## src/logic/axi_bus_pkg.sv

```systemverilog
package axi_bus_pkg;

  // ------------------------------------------------------------
  // field widths of the monitored AXI manager port
  // ------------------------------------------------------------

  // burst length field, beats minus one
  localparam int axi_len_w = 8;

  // burst size field, log2 of the bytes per beat
  localparam int axi_size_w = 3;

  // ------------------------------------------------------------
  // response codes
  // ------------------------------------------------------------

  // anything other than okay is counted as an error by the monitor
  typedef enum logic [1:0] {
    resp_okay   = 2'b00,
    resp_exokay = 2'b01,
    resp_slverr = 2'b10,
    resp_decerr = 2'b11
  } axi_resp_t;

endpackage

```

## src/logic/stat_map_pkg.sv

```systemverilog
package stat_map_pkg;

  // ------------------------------------------------------------
  // widths
  // ------------------------------------------------------------

  // width of the register address on the read port
  localparam int reg_addr_w = 5;

  // width of the outstanding burst counters and their maxima
  localparam int depth_w = 8;

  // number of implemented statistic registers
  localparam int num_stats = 17;

  // ------------------------------------------------------------
  // register map
  // ------------------------------------------------------------

  // write side first, then the read side
  typedef enum logic [reg_addr_w-1:0] {
    stat_aw_burst_cnt  = 5'd0,
    stat_aw_depth_max  = 5'd1,
    stat_aw_len_min    = 5'd2,
    stat_aw_len_max    = 5'd3,
    stat_aw_bytes_sum  = 5'd4,
    stat_w_burst_cnt   = 5'd5,
    stat_w_depth_max   = 5'd6,
    stat_w_beat_cnt    = 5'd7,
    stat_w_err_cnt     = 5'd8,
    stat_ar_burst_cnt  = 5'd9,
    stat_ar_depth_max  = 5'd10,
    stat_ar_len_min    = 5'd11,
    stat_ar_len_max    = 5'd12,
    stat_ar_bytes_sum  = 5'd13,
    stat_r_burst_cnt   = 5'd14,
    stat_r_beat_cnt    = 5'd15,
    stat_r_err_cnt     = 5'd16
  } stat_id_t;

endpackage

```

## src/logic/burst_stats.sv

```systemverilog
`timescale 1ns/1ps

module burst_stats
  import axi_bus_pkg::*;
#(
  parameter int stat_width = 32
) (
  input  logic                  clk,
  input  logic                  rst_n,
  input  logic                  clear,
  input  logic                  fire,
  input  logic [axi_len_w-1:0]  len,
  input  logic [axi_size_w-1:0] size,
  output logic [stat_width-1:0] burst_cnt,
  output logic [stat_width-1:0] bytes_sum,
  output logic [axi_len_w-1:0]  len_min,
  output logic [axi_len_w-1:0]  len_max
);

  logic [stat_width-1:0] burst_bytes;

  // ------------------------------------------------------------
  // bytes requested by one burst
  // ------------------------------------------------------------

  // len+1 beats, each of 2**size bytes
  assign burst_bytes = (stat_width'(len) + stat_width'(1)) << size;

  // ------------------------------------------------------------
  // burst count and byte sum
  // ------------------------------------------------------------

  // both wrap at stat_width, which is what software expects
  always_ff @(posedge clk) begin
    if (!rst_n || clear) begin
      burst_cnt <= '0;
      bytes_sum <= '0;
    end else if (fire) begin
      burst_cnt <= burst_cnt + stat_width'(1);
      bytes_sum <= bytes_sum + burst_bytes;
    end
  end

  // ------------------------------------------------------------
  // length minimum and maximum
  // ------------------------------------------------------------

  // the minimum starts at the largest length so the first burst replaces it
  always_ff @(posedge clk) begin
    if (!rst_n || clear) begin
      len_min <= '1;
    end else if (fire && (len < len_min)) begin
      len_min <= len;
    end
  end

  always_ff @(posedge clk) begin
    if (!rst_n || clear) begin
      len_max <= '0;
    end else if (fire && (len > len_max)) begin
      len_max <= len;
    end
  end

endmodule

```

## src/logic/depth_tracker.sv

```systemverilog
`timescale 1ns/1ps

module depth_tracker
  import stat_map_pkg::*;
(
  input  logic               clk,
  input  logic               rst_n,
  input  logic               clear,
  input  logic               inc,
  input  logic               dec,
  output logic [depth_w-1:0] depth,
  output logic [depth_w-1:0] depth_max
);

  // an accept and a completion in the same cycle cancel out
  always_ff @(posedge clk) begin
    if (!rst_n || clear) begin
      depth <= '0;
    end else begin
      case ({inc, dec})
        2'b10: depth <= depth + depth_w'(1);
        2'b01: depth <= depth - depth_w'(1);
        default: depth <= depth;
      endcase
    end
  end

  // the maximum looks at the registered depth, so it trails an
  // accept by one more cycle than the depth itself
  always_ff @(posedge clk) begin
    if (!rst_n || clear) begin
      depth_max <= '0;
    end else if (depth > depth_max) begin
      depth_max <= depth;
    end
  end

endmodule

```

## src/logic/xfer_stats.sv

```systemverilog
`timescale 1ns/1ps

module xfer_stats #(
  parameter int stat_width = 32
) (
  input  logic                  clk,
  input  logic                  rst_n,
  input  logic                  clear,
  input  logic                  beat,
  input  logic                  last,
  input  logic                  err,
  output logic [stat_width-1:0] beat_cnt,
  output logic [stat_width-1:0] burst_cnt,
  output logic [stat_width-1:0] err_cnt
);

  logic last_beat;

  // last only means something on an accepted beat
  assign last_beat = beat && last;

  // ------------------------------------------------------------
  // beat and burst counters
  // ------------------------------------------------------------

  always_ff @(posedge clk) begin
    if (!rst_n || clear) begin
      beat_cnt <= '0;
    end else if (beat) begin
      beat_cnt <= beat_cnt + stat_width'(1);
    end
  end

  always_ff @(posedge clk) begin
    if (!rst_n || clear) begin
      burst_cnt <= '0;
    end else if (last_beat) begin
      burst_cnt <= burst_cnt + stat_width'(1);
    end
  end

  // ------------------------------------------------------------
  // error responses
  // ------------------------------------------------------------

  // for writes err comes from B, so it is not tied to the beat strobe
  always_ff @(posedge clk) begin
    if (!rst_n || clear) begin
      err_cnt <= '0;
    end else if (err) begin
      err_cnt <= err_cnt + stat_width'(1);
    end
  end

endmodule

```

## src/logic/stat_regs.sv

```systemverilog
`timescale 1ns/1ps

module stat_regs
  import axi_bus_pkg::*;
  import stat_map_pkg::*;
#(
  parameter int stat_width = 32
) (
  input  logic                  clk,
  input  logic                  rst_n,
  input  logic                  rd,
  input  logic [reg_addr_w-1:0] addr,
  input  logic [stat_width-1:0] aw_burst_cnt,
  input  logic [depth_w-1:0]    aw_depth_max,
  input  logic [axi_len_w-1:0]  aw_len_min,
  input  logic [axi_len_w-1:0]  aw_len_max,
  input  logic [stat_width-1:0] aw_bytes_sum,
  input  logic [stat_width-1:0] w_burst_cnt,
  input  logic [depth_w-1:0]    w_depth_max,
  input  logic [stat_width-1:0] w_beat_cnt,
  input  logic [stat_width-1:0] w_err_cnt,
  input  logic [stat_width-1:0] ar_burst_cnt,
  input  logic [depth_w-1:0]    ar_depth_max,
  input  logic [axi_len_w-1:0]  ar_len_min,
  input  logic [axi_len_w-1:0]  ar_len_max,
  input  logic [stat_width-1:0] ar_bytes_sum,
  input  logic [stat_width-1:0] r_burst_cnt,
  input  logic [stat_width-1:0] r_beat_cnt,
  input  logic [stat_width-1:0] r_err_cnt,
  output logic [stat_width-1:0] rdata,
  output logic                  rvalid
);

  logic [stat_width-1:0] stat_sel;

  // unmapped addresses read as zero
  always_comb begin
    stat_sel = '0;
    if (int'(addr) < num_stats) begin
      case (stat_id_t'(addr))
        stat_aw_burst_cnt: stat_sel = aw_burst_cnt;
        stat_aw_depth_max: stat_sel = stat_width'(aw_depth_max);
        stat_aw_len_min:   stat_sel = stat_width'(aw_len_min);
        stat_aw_len_max:   stat_sel = stat_width'(aw_len_max);
        stat_aw_bytes_sum: stat_sel = aw_bytes_sum;
        stat_w_burst_cnt:  stat_sel = w_burst_cnt;
        stat_w_depth_max:  stat_sel = stat_width'(w_depth_max);
        stat_w_beat_cnt:   stat_sel = w_beat_cnt;
        stat_w_err_cnt:    stat_sel = w_err_cnt;
        stat_ar_burst_cnt: stat_sel = ar_burst_cnt;
        stat_ar_depth_max: stat_sel = stat_width'(ar_depth_max);
        stat_ar_len_min:   stat_sel = stat_width'(ar_len_min);
        stat_ar_len_max:   stat_sel = stat_width'(ar_len_max);
        stat_ar_bytes_sum: stat_sel = ar_bytes_sum;
        stat_r_burst_cnt:  stat_sel = r_burst_cnt;
        stat_r_beat_cnt:   stat_sel = r_beat_cnt;
        stat_r_err_cnt:    stat_sel = r_err_cnt;
        default:           stat_sel = '0;
      endcase
    end
  end

  // one read per cycle, answered exactly one cycle later
  always_ff @(posedge clk) begin
    if (!rst_n) begin
      rvalid <= 1'b0;
    end else begin
      rvalid <= rd;
    end
  end

  always_ff @(posedge clk) begin
    if (rd) begin
      rdata <= stat_sel;
    end
  end

endmodule

```

## src/logic/axi_stats.sv

```systemverilog
`timescale 1ns/1ps

module axi_stats
  import axi_bus_pkg::*;
  import stat_map_pkg::*;
#(
  parameter int stat_width = 32
) (
  input  logic                  clk,
  input  logic                  rst_n,
  input  logic                  stat_clear,

  input  logic                  reg_rd,
  input  logic [reg_addr_w-1:0] reg_addr,
  output logic [stat_width-1:0] reg_rdata,
  output logic                  reg_rvalid,

  input  logic                  awvalid,
  input  logic                  awready,
  input  logic [axi_len_w-1:0]  awlen,
  input  logic [axi_size_w-1:0] awsize,

  input  logic                  wvalid,
  input  logic                  wready,
  input  logic                  wlast,

  input  logic                  bvalid,
  input  logic                  bready,
  input  axi_resp_t             bresp,

  input  logic                  arvalid,
  input  logic                  arready,
  input  logic [axi_len_w-1:0]  arlen,
  input  logic [axi_size_w-1:0] arsize,

  input  logic                  rvalid,
  input  logic                  rready,
  input  logic                  rlast,
  input  axi_resp_t             rresp
);

  logic aw_fire;
  logic w_fire;
  logic b_fire;
  logic ar_fire;
  logic r_fire;
  logic w_last_fire;
  logic r_last_fire;
  logic b_err;
  logic r_err;

  logic [stat_width-1:0] aw_burst_cnt;
  logic [stat_width-1:0] aw_bytes_sum;
  logic [axi_len_w-1:0]  aw_len_min;
  logic [axi_len_w-1:0]  aw_len_max;
  logic [stat_width-1:0] ar_burst_cnt;
  logic [stat_width-1:0] ar_bytes_sum;
  logic [axi_len_w-1:0]  ar_len_min;
  logic [axi_len_w-1:0]  ar_len_max;

  logic [depth_w-1:0] aw_depth;
  logic [depth_w-1:0] aw_depth_max;
  logic [depth_w-1:0] w_depth;
  logic [depth_w-1:0] w_depth_max;
  logic [depth_w-1:0] rd_depth;
  logic [depth_w-1:0] ar_depth_max;

  logic [stat_width-1:0] w_beat_cnt;
  logic [stat_width-1:0] w_burst_cnt;
  logic [stat_width-1:0] w_err_cnt;
  logic [stat_width-1:0] r_beat_cnt;
  logic [stat_width-1:0] r_burst_cnt;
  logic [stat_width-1:0] r_err_cnt;

  // ------------------------------------------------------------
  // handshake strobes
  // ------------------------------------------------------------

  assign aw_fire = awvalid && awready;
  assign w_fire  = wvalid && wready;
  assign b_fire  = bvalid && bready;
  assign ar_fire = arvalid && arready;
  assign r_fire  = rvalid && rready;

  assign w_last_fire = w_fire && wlast;
  assign r_last_fire = r_fire && rlast;

  // exokay also counts as an error here
  assign b_err = b_fire && (bresp != resp_okay);
  assign r_err = r_fire && (rresp != resp_okay);

  // ------------------------------------------------------------
  // address channel statistics
  // ------------------------------------------------------------

  burst_stats #(
    .stat_width (stat_width)
  ) aw_stats (
    .clk       (clk),
    .rst_n     (rst_n),
    .clear     (stat_clear),
    .fire      (aw_fire),
    .len       (awlen),
    .size      (awsize),
    .burst_cnt (aw_burst_cnt),
    .bytes_sum (aw_bytes_sum),
    .len_min   (aw_len_min),
    .len_max   (aw_len_max)
  );

  burst_stats #(
    .stat_width (stat_width)
  ) ar_stats (
    .clk       (clk),
    .rst_n     (rst_n),
    .clear     (stat_clear),
    .fire      (ar_fire),
    .len       (arlen),
    .size      (arsize),
    .burst_cnt (ar_burst_cnt),
    .bytes_sum (ar_bytes_sum),
    .len_min   (ar_len_min),
    .len_max   (ar_len_max)
  );

  // ------------------------------------------------------------
  // outstanding bursts
  // ------------------------------------------------------------

  // write address accepted until its B response
  depth_tracker aw_depth_trk (
    .clk       (clk),
    .rst_n     (rst_n),
    .clear     (stat_clear),
    .inc       (aw_fire),
    .dec       (b_fire),
    .depth     (aw_depth),
    .depth_max (aw_depth_max)
  );

  // last write beat accepted until its B response
  depth_tracker w_depth_trk (
    .clk       (clk),
    .rst_n     (rst_n),
    .clear     (stat_clear),
    .inc       (w_last_fire),
    .dec       (b_fire),
    .depth     (w_depth),
    .depth_max (w_depth_max)
  );

  // read address accepted until its last R beat
  depth_tracker rd_depth_trk (
    .clk       (clk),
    .rst_n     (rst_n),
    .clear     (stat_clear),
    .inc       (ar_fire),
    .dec       (r_last_fire),
    .depth     (rd_depth),
    .depth_max (ar_depth_max)
  );

  // ------------------------------------------------------------
  // data channel statistics
  // ------------------------------------------------------------

  xfer_stats #(
    .stat_width (stat_width)
  ) w_stats (
    .clk       (clk),
    .rst_n     (rst_n),
    .clear     (stat_clear),
    .beat      (w_fire),
    .last      (wlast),
    .err       (b_err),
    .beat_cnt  (w_beat_cnt),
    .burst_cnt (w_burst_cnt),
    .err_cnt   (w_err_cnt)
  );

  xfer_stats #(
    .stat_width (stat_width)
  ) r_stats (
    .clk       (clk),
    .rst_n     (rst_n),
    .clear     (stat_clear),
    .beat      (r_fire),
    .last      (rlast),
    .err       (r_err),
    .beat_cnt  (r_beat_cnt),
    .burst_cnt (r_burst_cnt),
    .err_cnt   (r_err_cnt)
  );

  // ------------------------------------------------------------
  // register read port
  // ------------------------------------------------------------

  stat_regs #(
    .stat_width (stat_width)
  ) regs (
    .clk          (clk),
    .rst_n        (rst_n),
    .rd           (reg_rd),
    .addr         (reg_addr),
    .aw_burst_cnt (aw_burst_cnt),
    .aw_depth_max (aw_depth_max),
    .aw_len_min   (aw_len_min),
    .aw_len_max   (aw_len_max),
    .aw_bytes_sum (aw_bytes_sum),
    .w_burst_cnt  (w_burst_cnt),
    .w_depth_max  (w_depth_max),
    .w_beat_cnt   (w_beat_cnt),
    .w_err_cnt    (w_err_cnt),
    .ar_burst_cnt (ar_burst_cnt),
    .ar_depth_max (ar_depth_max),
    .ar_len_min   (ar_len_min),
    .ar_len_max   (ar_len_max),
    .ar_bytes_sum (ar_bytes_sum),
    .r_burst_cnt  (r_burst_cnt),
    .r_beat_cnt   (r_beat_cnt),
    .r_err_cnt    (r_err_cnt),
    .rdata        (reg_rdata),
    .rvalid       (reg_rvalid)
  );

endmodule

```

## config.mk

```make
export PLATFORM = sky130hd
export DESIGN_NAME = axi_stats
export DESIGN_NICKNAME = d
export VERILOG_FILES = /design/src/logic/axi_bus_pkg.sv /design/src/logic/stat_map_pkg.sv /design/src/logic/burst_stats.sv /design/src/logic/depth_tracker.sv /design/src/logic/xfer_stats.sv /design/src/logic/stat_regs.sv /design/src/logic/axi_stats.sv
export SDC_FILE = /design/constraint.sdc
export NUM_CORES = 1
export LEC_CHECK = 0
export CORE_MARGIN = 2
export CORE_UTILIZATION = 48
export DETAILED_ROUTE_END_ITERATION = 6
export DONT_BUFFER_PORTS = 1
export MAX_ROUTING_LAYER = met4
export PLACE_DENSITY_LB_ADDON = 0.15
export SYNTH_ARGS = -nofsm -noshare
export SYNTH_HDL_FRONTEND = slang
export SYNTH_SLANG_ARGS = --single-unit
```

## constraint.sdc

```tcl
create_clock -name clk -period 4.2 [get_ports clk]
set_input_delay 0.21 -clock clk [delete_from_list [all_inputs] [get_ports clk]]
set_output_delay 0.21 -clock clk [all_outputs]
set_load 0.03 [all_outputs]
```

Word-level counts from Yosys, hierarchy flattened
Index checks and enable logic that the tools add are counted.
W data, S select, Z words.
- register bits after elaboration: 433
- output and inout port bits: 33
- word-level logic and storage cells: 97
- $add $sub $neg: 18
- magnitude comparators: 8
- equality and inequality tests: 22
- shifts and indexed selects: 2
- mux-type cells: 4
- reduce and logical (&&, ||, !) cells: 21
- operator list (cell ; count):
    $pmux W32 S17 ; 1
    $add A32 B1 Y32 const B ; 8
    $add A32 B32 Y32 ; 2
    $shl A32 B3 Y32 ; 2
    $pmux W8 S2 ; 3
    $eq A5 B4 Y1 const B ; 8
    $gt A8 B8 Y1 ; 5
    $add A8 B1 Y8 const B ; 3
    $sub A8 B1 Y8 const B ; 3
    $eq A5 B3 Y1 const B ; 4
    $add A8 B1 Y9 const B ; 2
    $lt A8 B8 Y1 ; 2
    $logic_and A1 B1 Y1 ; 13
    $eq A5 B2 Y1 const B ; 2
    $reduce_bool A2 Y1 ; 5
    $eq A2 B1 Y1 const B ; 3
    $eq A2 B2 Y1 const B ; 3
    $eq A5 B1 Y1 const B ; 1
    $eq A5 B5 Y1 const B ; 1
    $logic_not A5 Y1 ; 1
    $lt A5 B5 Y1 const B ; 1
    $logic_not A1 Y1 ; 1
    $logic_or A1 B1 Y1 ; 1

Logic depth before layout (Yosys ltp)
- depth after elaboration: 4
- depth in mapped cells: 18
- gate-level depth less buffers: 16

Hierarchy
Synthesis repeated with hierarchy kept, for this count alone.
- cell total of the unflattened synthesis: 3151
- area total of the unflattened synthesis: 26326.5 um2
- modules (own cells, without submodules) (module ; times used ; cells each ; area each (um2)):
    xfer_stats ; 2 ; 532 ; 4528.1
    burst_stats (ar_stats) ; 1 ; 648 ; 5191.2
    burst_stats (aw_stats) ; 1 ; 610 ; 4877.2
    depth_tracker ; 3 ; 145 ; 1249.9
    stat_regs ; 1 ; 385 ; 3388.2
    axi_stats ; 1 ; 9 ; 63.8

Worst setup path after synthesis
OpenSTA, ideal clock, no wires.
- path kind: in2reg
- start point: input awlen[2]
- end point: register aw_stats.bytes_sum[20]
- data arrival time: 3.416 ns
- path slack: 0.652 ns
- cell stages on the path: 16
- buffers on the path: 3
- path through: clkbuf_1 -> and3_1 -> clkbuf_1 -> and3_1 -> a22oi_1 -> o21ai_0 -> o21ai_0 -> mux2_2 -> ha_1 -> a21oi_1 -> nor4bb_1 -> o221ai_1 -> a221oi_1 -> clkbuf_1 -> or3_1 -> a21oi_1
- longest elaborated chain between the ends: 3
- ends and longest elaborated chain (element ; RTL line ; source):
    start: declaration ; axi_stats.sv:20 ; input logic [axi_len_w-1:0] awlen,
    $add A8 B1 Y9 ; burst_stats.sv:27 ; assign burst_bytes = (stat_width'(len) + stat_width'(1)) << size;
    $shl A32 B3 Y32 ; burst_stats.sv:27 ;
    $add A32 B32 Y32 ; burst_stats.sv:40 ; bytes_sum <= bytes_sum + burst_bytes;
    end signal: assignment ; burst_stats.sv:40 ;
    end: declaration ; burst_stats.sv:15 ; output logic [stat_width-1:0] bytes_sum,
No other way between the ends.
A chain may end at the register's enable or synchronous reset.

Worst setup path in the final report
- start point: input arsize[2]
- end point: register ar_stats.bytes_sum[26]
- longest elaborated chain between the ends: 2
- ends and longest elaborated chain (element ; RTL line ; source):
    start: declaration ; axi_stats.sv:34 ; input logic [axi_size_w-1:0] arsize,
    $shl A32 B3 Y32 ; burst_stats.sv:27 ;
    $add A32 B32 Y32 ; burst_stats.sv:40 ;
    end signal: assignment ; burst_stats.sv:40 ;
    end: declaration ; burst_stats.sv:15 ;
No other way between the ends.

==> metrics.md <==
| Metric | Value |
|---|---|
| DR pass1 iterations | 7 |
| PD cells | 358.9 mW/mm^2 |
| Share of layout cells above drive strength 1 | 0.04938 |
| Status | complete, but fails checks |
| Max_slew headroom | 0.2548 |
| CP max FO | 23 |
| Clk pwr share | 0.488 |
| Syn Nets | 3053 |
| Final worst slack | 0.7112 ns |
| Site row count | 81 |
| CTS tree | built |
| RSZ-0062 raised after global routing | no |
| Grt ovf | 0 |
| Yosys top cell area share | 0.3349 |
| Syn-to-layout area delta | 11.03% |
| Post-CTS Setup Repair Bufs | 0 |
| Hold Startpoint | rready |
| First-pass GRT wire length | 114000 um |
| Vias/cell | 5.983 |
| Final Cycle Share | 0.8307 |
| Die Span X | 227.5 um |
| Antenna diodes | 0 |
| Int Pwr | 7.249 mW |
| Setup crit start | arsize[2] |
| Min Tclk post-route | 3.489 ns |
| DP Area | 0.02457 mm^2 |
| Initial antenna violation count | 0 |
| Mapped cell area | 0.02397 mm^2 |
| RD Place Congestion | 0.9467 |
| Reg2reg start | ar_stats.bytes_sum[1] |
| Setup TNS Final | 0 ns |
| Sequential share of power | 0.446 |
| Violated checks | DRC |
| DP HPWL | 53130 um |
| Yosys top cell by area | dfxtp_1 |
| Die ar. | 0.05175 mm^2 |
| DIE HEIGHT | 227.5 um |
| Post-route cell area | 0.02662 mm^2 |
| Arr. time, crit path | 4.03 ns |
| CTS Sinks | 433 |
| Post-synth EDFFs | 32 |
| Via Count | 21301 |
| Clock Tree Root | clkbuf_16 |
| Asr flop ratio synth | 0 |
| CP Launch Type | input port |
| Seq/Total Area, Yosys | 0.3749 |
| Worst Skew | 0.01619 ns |
| Worst-Skew Late Latency | 0.61 ns |
| Pre-CTS WS | 0.1278 ns |
| Final hold vios | 0 |
| Final nets | 3023 |
| Starting DRT DRC Count | 1799 |
| GRT Total Usage | 0.2917 |
| Clock slew at reported path FFs | 0.06 ns |
| Worst Setup End Kind | register |
| CORE AREA | 0.04915 mm^2 |
| Required time worst endpoint | 4.74 ns |
| Flops & latches, synth | 433 |
| IO Port Bufs | 0 |
| Initial Util | 0.4877 |
| CTS max path bufs | 3 |
| Peak Freq | 286.6 MHz |
| Combinational Power Share | 0.066 |
| Synth Flop Type | dfxtp_1 |
| Synth Warn # | 0 |
| Largest net degree at the start of global routing | 86 |
| Sw frac | 0.2412 |
| # setup viols final | 0 |
| Hold slack | 0.02644 ns |
| Avg WL per Cell | 20.49 um |
| WL final | 72950 um |
| ANT nets after route | 0 |
| Fin. max-slew vios | 0 |
| Avg Cell Area, Syn | 8.312 um^2 |
| DRC viols | 7 |
| Number of global-route vias before repair | 19991 |
| Sw power | 2.304 mW |
| Area contributors post-synth | dfxtp_1 (33%), xor2_1 (6.9%), nor2_1 (6.4%), ha_1 (6.1%), edfxtp_1 (4.0%) |
| Io pins | 80 |
| CTS buffer count | 50 |
| Worst Hold Class | in2reg |
| VDD IR max | 316.9 uV |
| Leak pwr | 9.501 nW |
| Crit path kind | in2reg |
| Worst Max-Slew Pin Slew | 1.108 ns |
| Syn Inst Count | 2884 |
| Synth unique cells | 73 |
| CTS H-tree lvls | 2 |
| Max-Cap Viols | 0 |
-- power by group through the flow --
| stage | clock network, mW | logic (mW) | registers (mW) |
|---|---|---|---|
| 6_report | 4.66 | 0.630 | 4.26 |
| 5_1_grt | 4.90 | 0.704 | 4.27 |
| 4_1_cts | 4.72 | 0.627 | 4.26 |
| 3_5_place_dp | 0 | 0.588 | 4.36 |
| 3_3_place_gp | 0 | 0.579 | 4.35 |
| 2_1_floorplan | 0 | 0.477 | 4.34 |
-- registers in the layout (all words and copies together), names as in the netlist, 32 cells and up --
name	count
r_stats.err_cnt	32
ar_stats.bytes_sum	32
w_stats.beat_cnt	32
r_stats.beat_cnt	32
w_stats.burst_cnt	32
regs.rdata	32
aw_stats.bytes_sum	32
r_stats.burst_cnt	32
aw_stats.burst_cnt	32
ar_stats.burst_cnt	32
w_stats.err_cnt	32
-- cells in the final DEF (no fill, tap or decap), drive strengths merged, types with 38 or more instances in the layout --
cell / n
nor2: 407
dfxtp: 401
nand2: 228
xor2: 188
nand3: 158
a21oi: 154
ha: 117
a22oi: 112
inv: 105
nand4: 97
o21ai: 89
xnor2: 79
clkbuf: 65
and3: 51
nor3: 50
or3: 44
mux2i: 38
-- worst max-delay path: stages --
cell           delay (ns)
dlygate4sd3_1        0.55
nor2_1               0.08
dlygate4sd3_1        0.54
nand2_1              0.09
fa_1                 0.43
nor2b_1              0.23
o31a_1               0.22
o2111ai_1            0.24
a211oi_2             0.55
o21ai_0              0.28
or4_1                0.44
a21oi_1              0.15
-- synthesized netlist by cell type (23+ instances only) --
cell type,n
nor2_1,407
dfxtp_1,401
nand2_1,228
xor2_1,188
nand3_1,157
a21oi_1,154
clkbuf_1,127
ha_1,117
a22oi_1,112
inv_1,104
nand4_1,97
o21ai_0,89
xnor2_1,79
and3_1,51
nor3_1,50
or3_1,44
mux2i_1,38
a221oi_1,34
a22o_1,34
and4_1,34
edfxtp_1,32
nor2b_1,30
o31ai_1,26
a21o_1,23
-- stage by stage --
stage | util | power [mW] | cells
after global routing | 0.5415 | 9.869 | 3560
after floorplan | - | 4.812 | 2884
after CTS | 0.5415 | 9.615 | 3560
after global placement | 0.4999 | 4.933 | 3439
after detailed placement | 0.4999 | 4.943 | 3439
final | 0.5415 | 9.553 | 3560
-- cell families (layout without fill, tap and decap cells) --
logic type / after synthesis / in the layout / share of synthesized area
AND/OR/NAND/NOR: 1180 / 1180 / 0.2379
AO/OA/AOI/OAI: 595 / 595 / 0.1672
flip-flops: 433 / 433 / 0.3749
XOR/XNOR: 267 / 267 / 0.09755
buffers and inverters: 243 / 255 / 0.03847
adder cells (fa/ha/maj): 122 / 122 / 0.06524
multiplexers: 44 / 44 / 0.01868
-- layout make-up --
cell class | count | area, um^2
Clock inverter | 29 | 365.4
Inverter | 106 | 397.9
Timing Repair Buffer | 55 | 535.5
Sequential cell | 433 | 8989
Clock buffer | 65 | 1390
Fill cell | 4630 | 22540
Multi-Input combinational cell | 2208 | 14110
Tap cell | 664 | 830.8
-- metal layers --
metal	global-route usage	vias up	wire length (um)
li1	-	10319	-
met1	0.3622	10217	31460
met3	0.03549	156	3585
met5	-	-	0
met2	0.4793	609	34800
met4	0.1240	0	3111
-- what timing repair did --
item                      CTS  global route
hold endpoints to repair   71             0
hold buffers               27             0
resized for setup           0             0
-- final timing paths --
| path | cells past startpoint | end | slack (ns) |
|---|---|---|---|
| min reg2reg | 2 | aw_stats.bytes_sum[31] | 0.49 |
| max | 12 | ar_stats.bytes_sum[26] | 0.71 |
| min | 3 | r_stats.err_cnt[1] | 0.03 |
| max reg2reg | 9 | ar_stats.bytes_sum[26] | 0.94 |
Note: power is estimated with default switching activity, not from simulation.
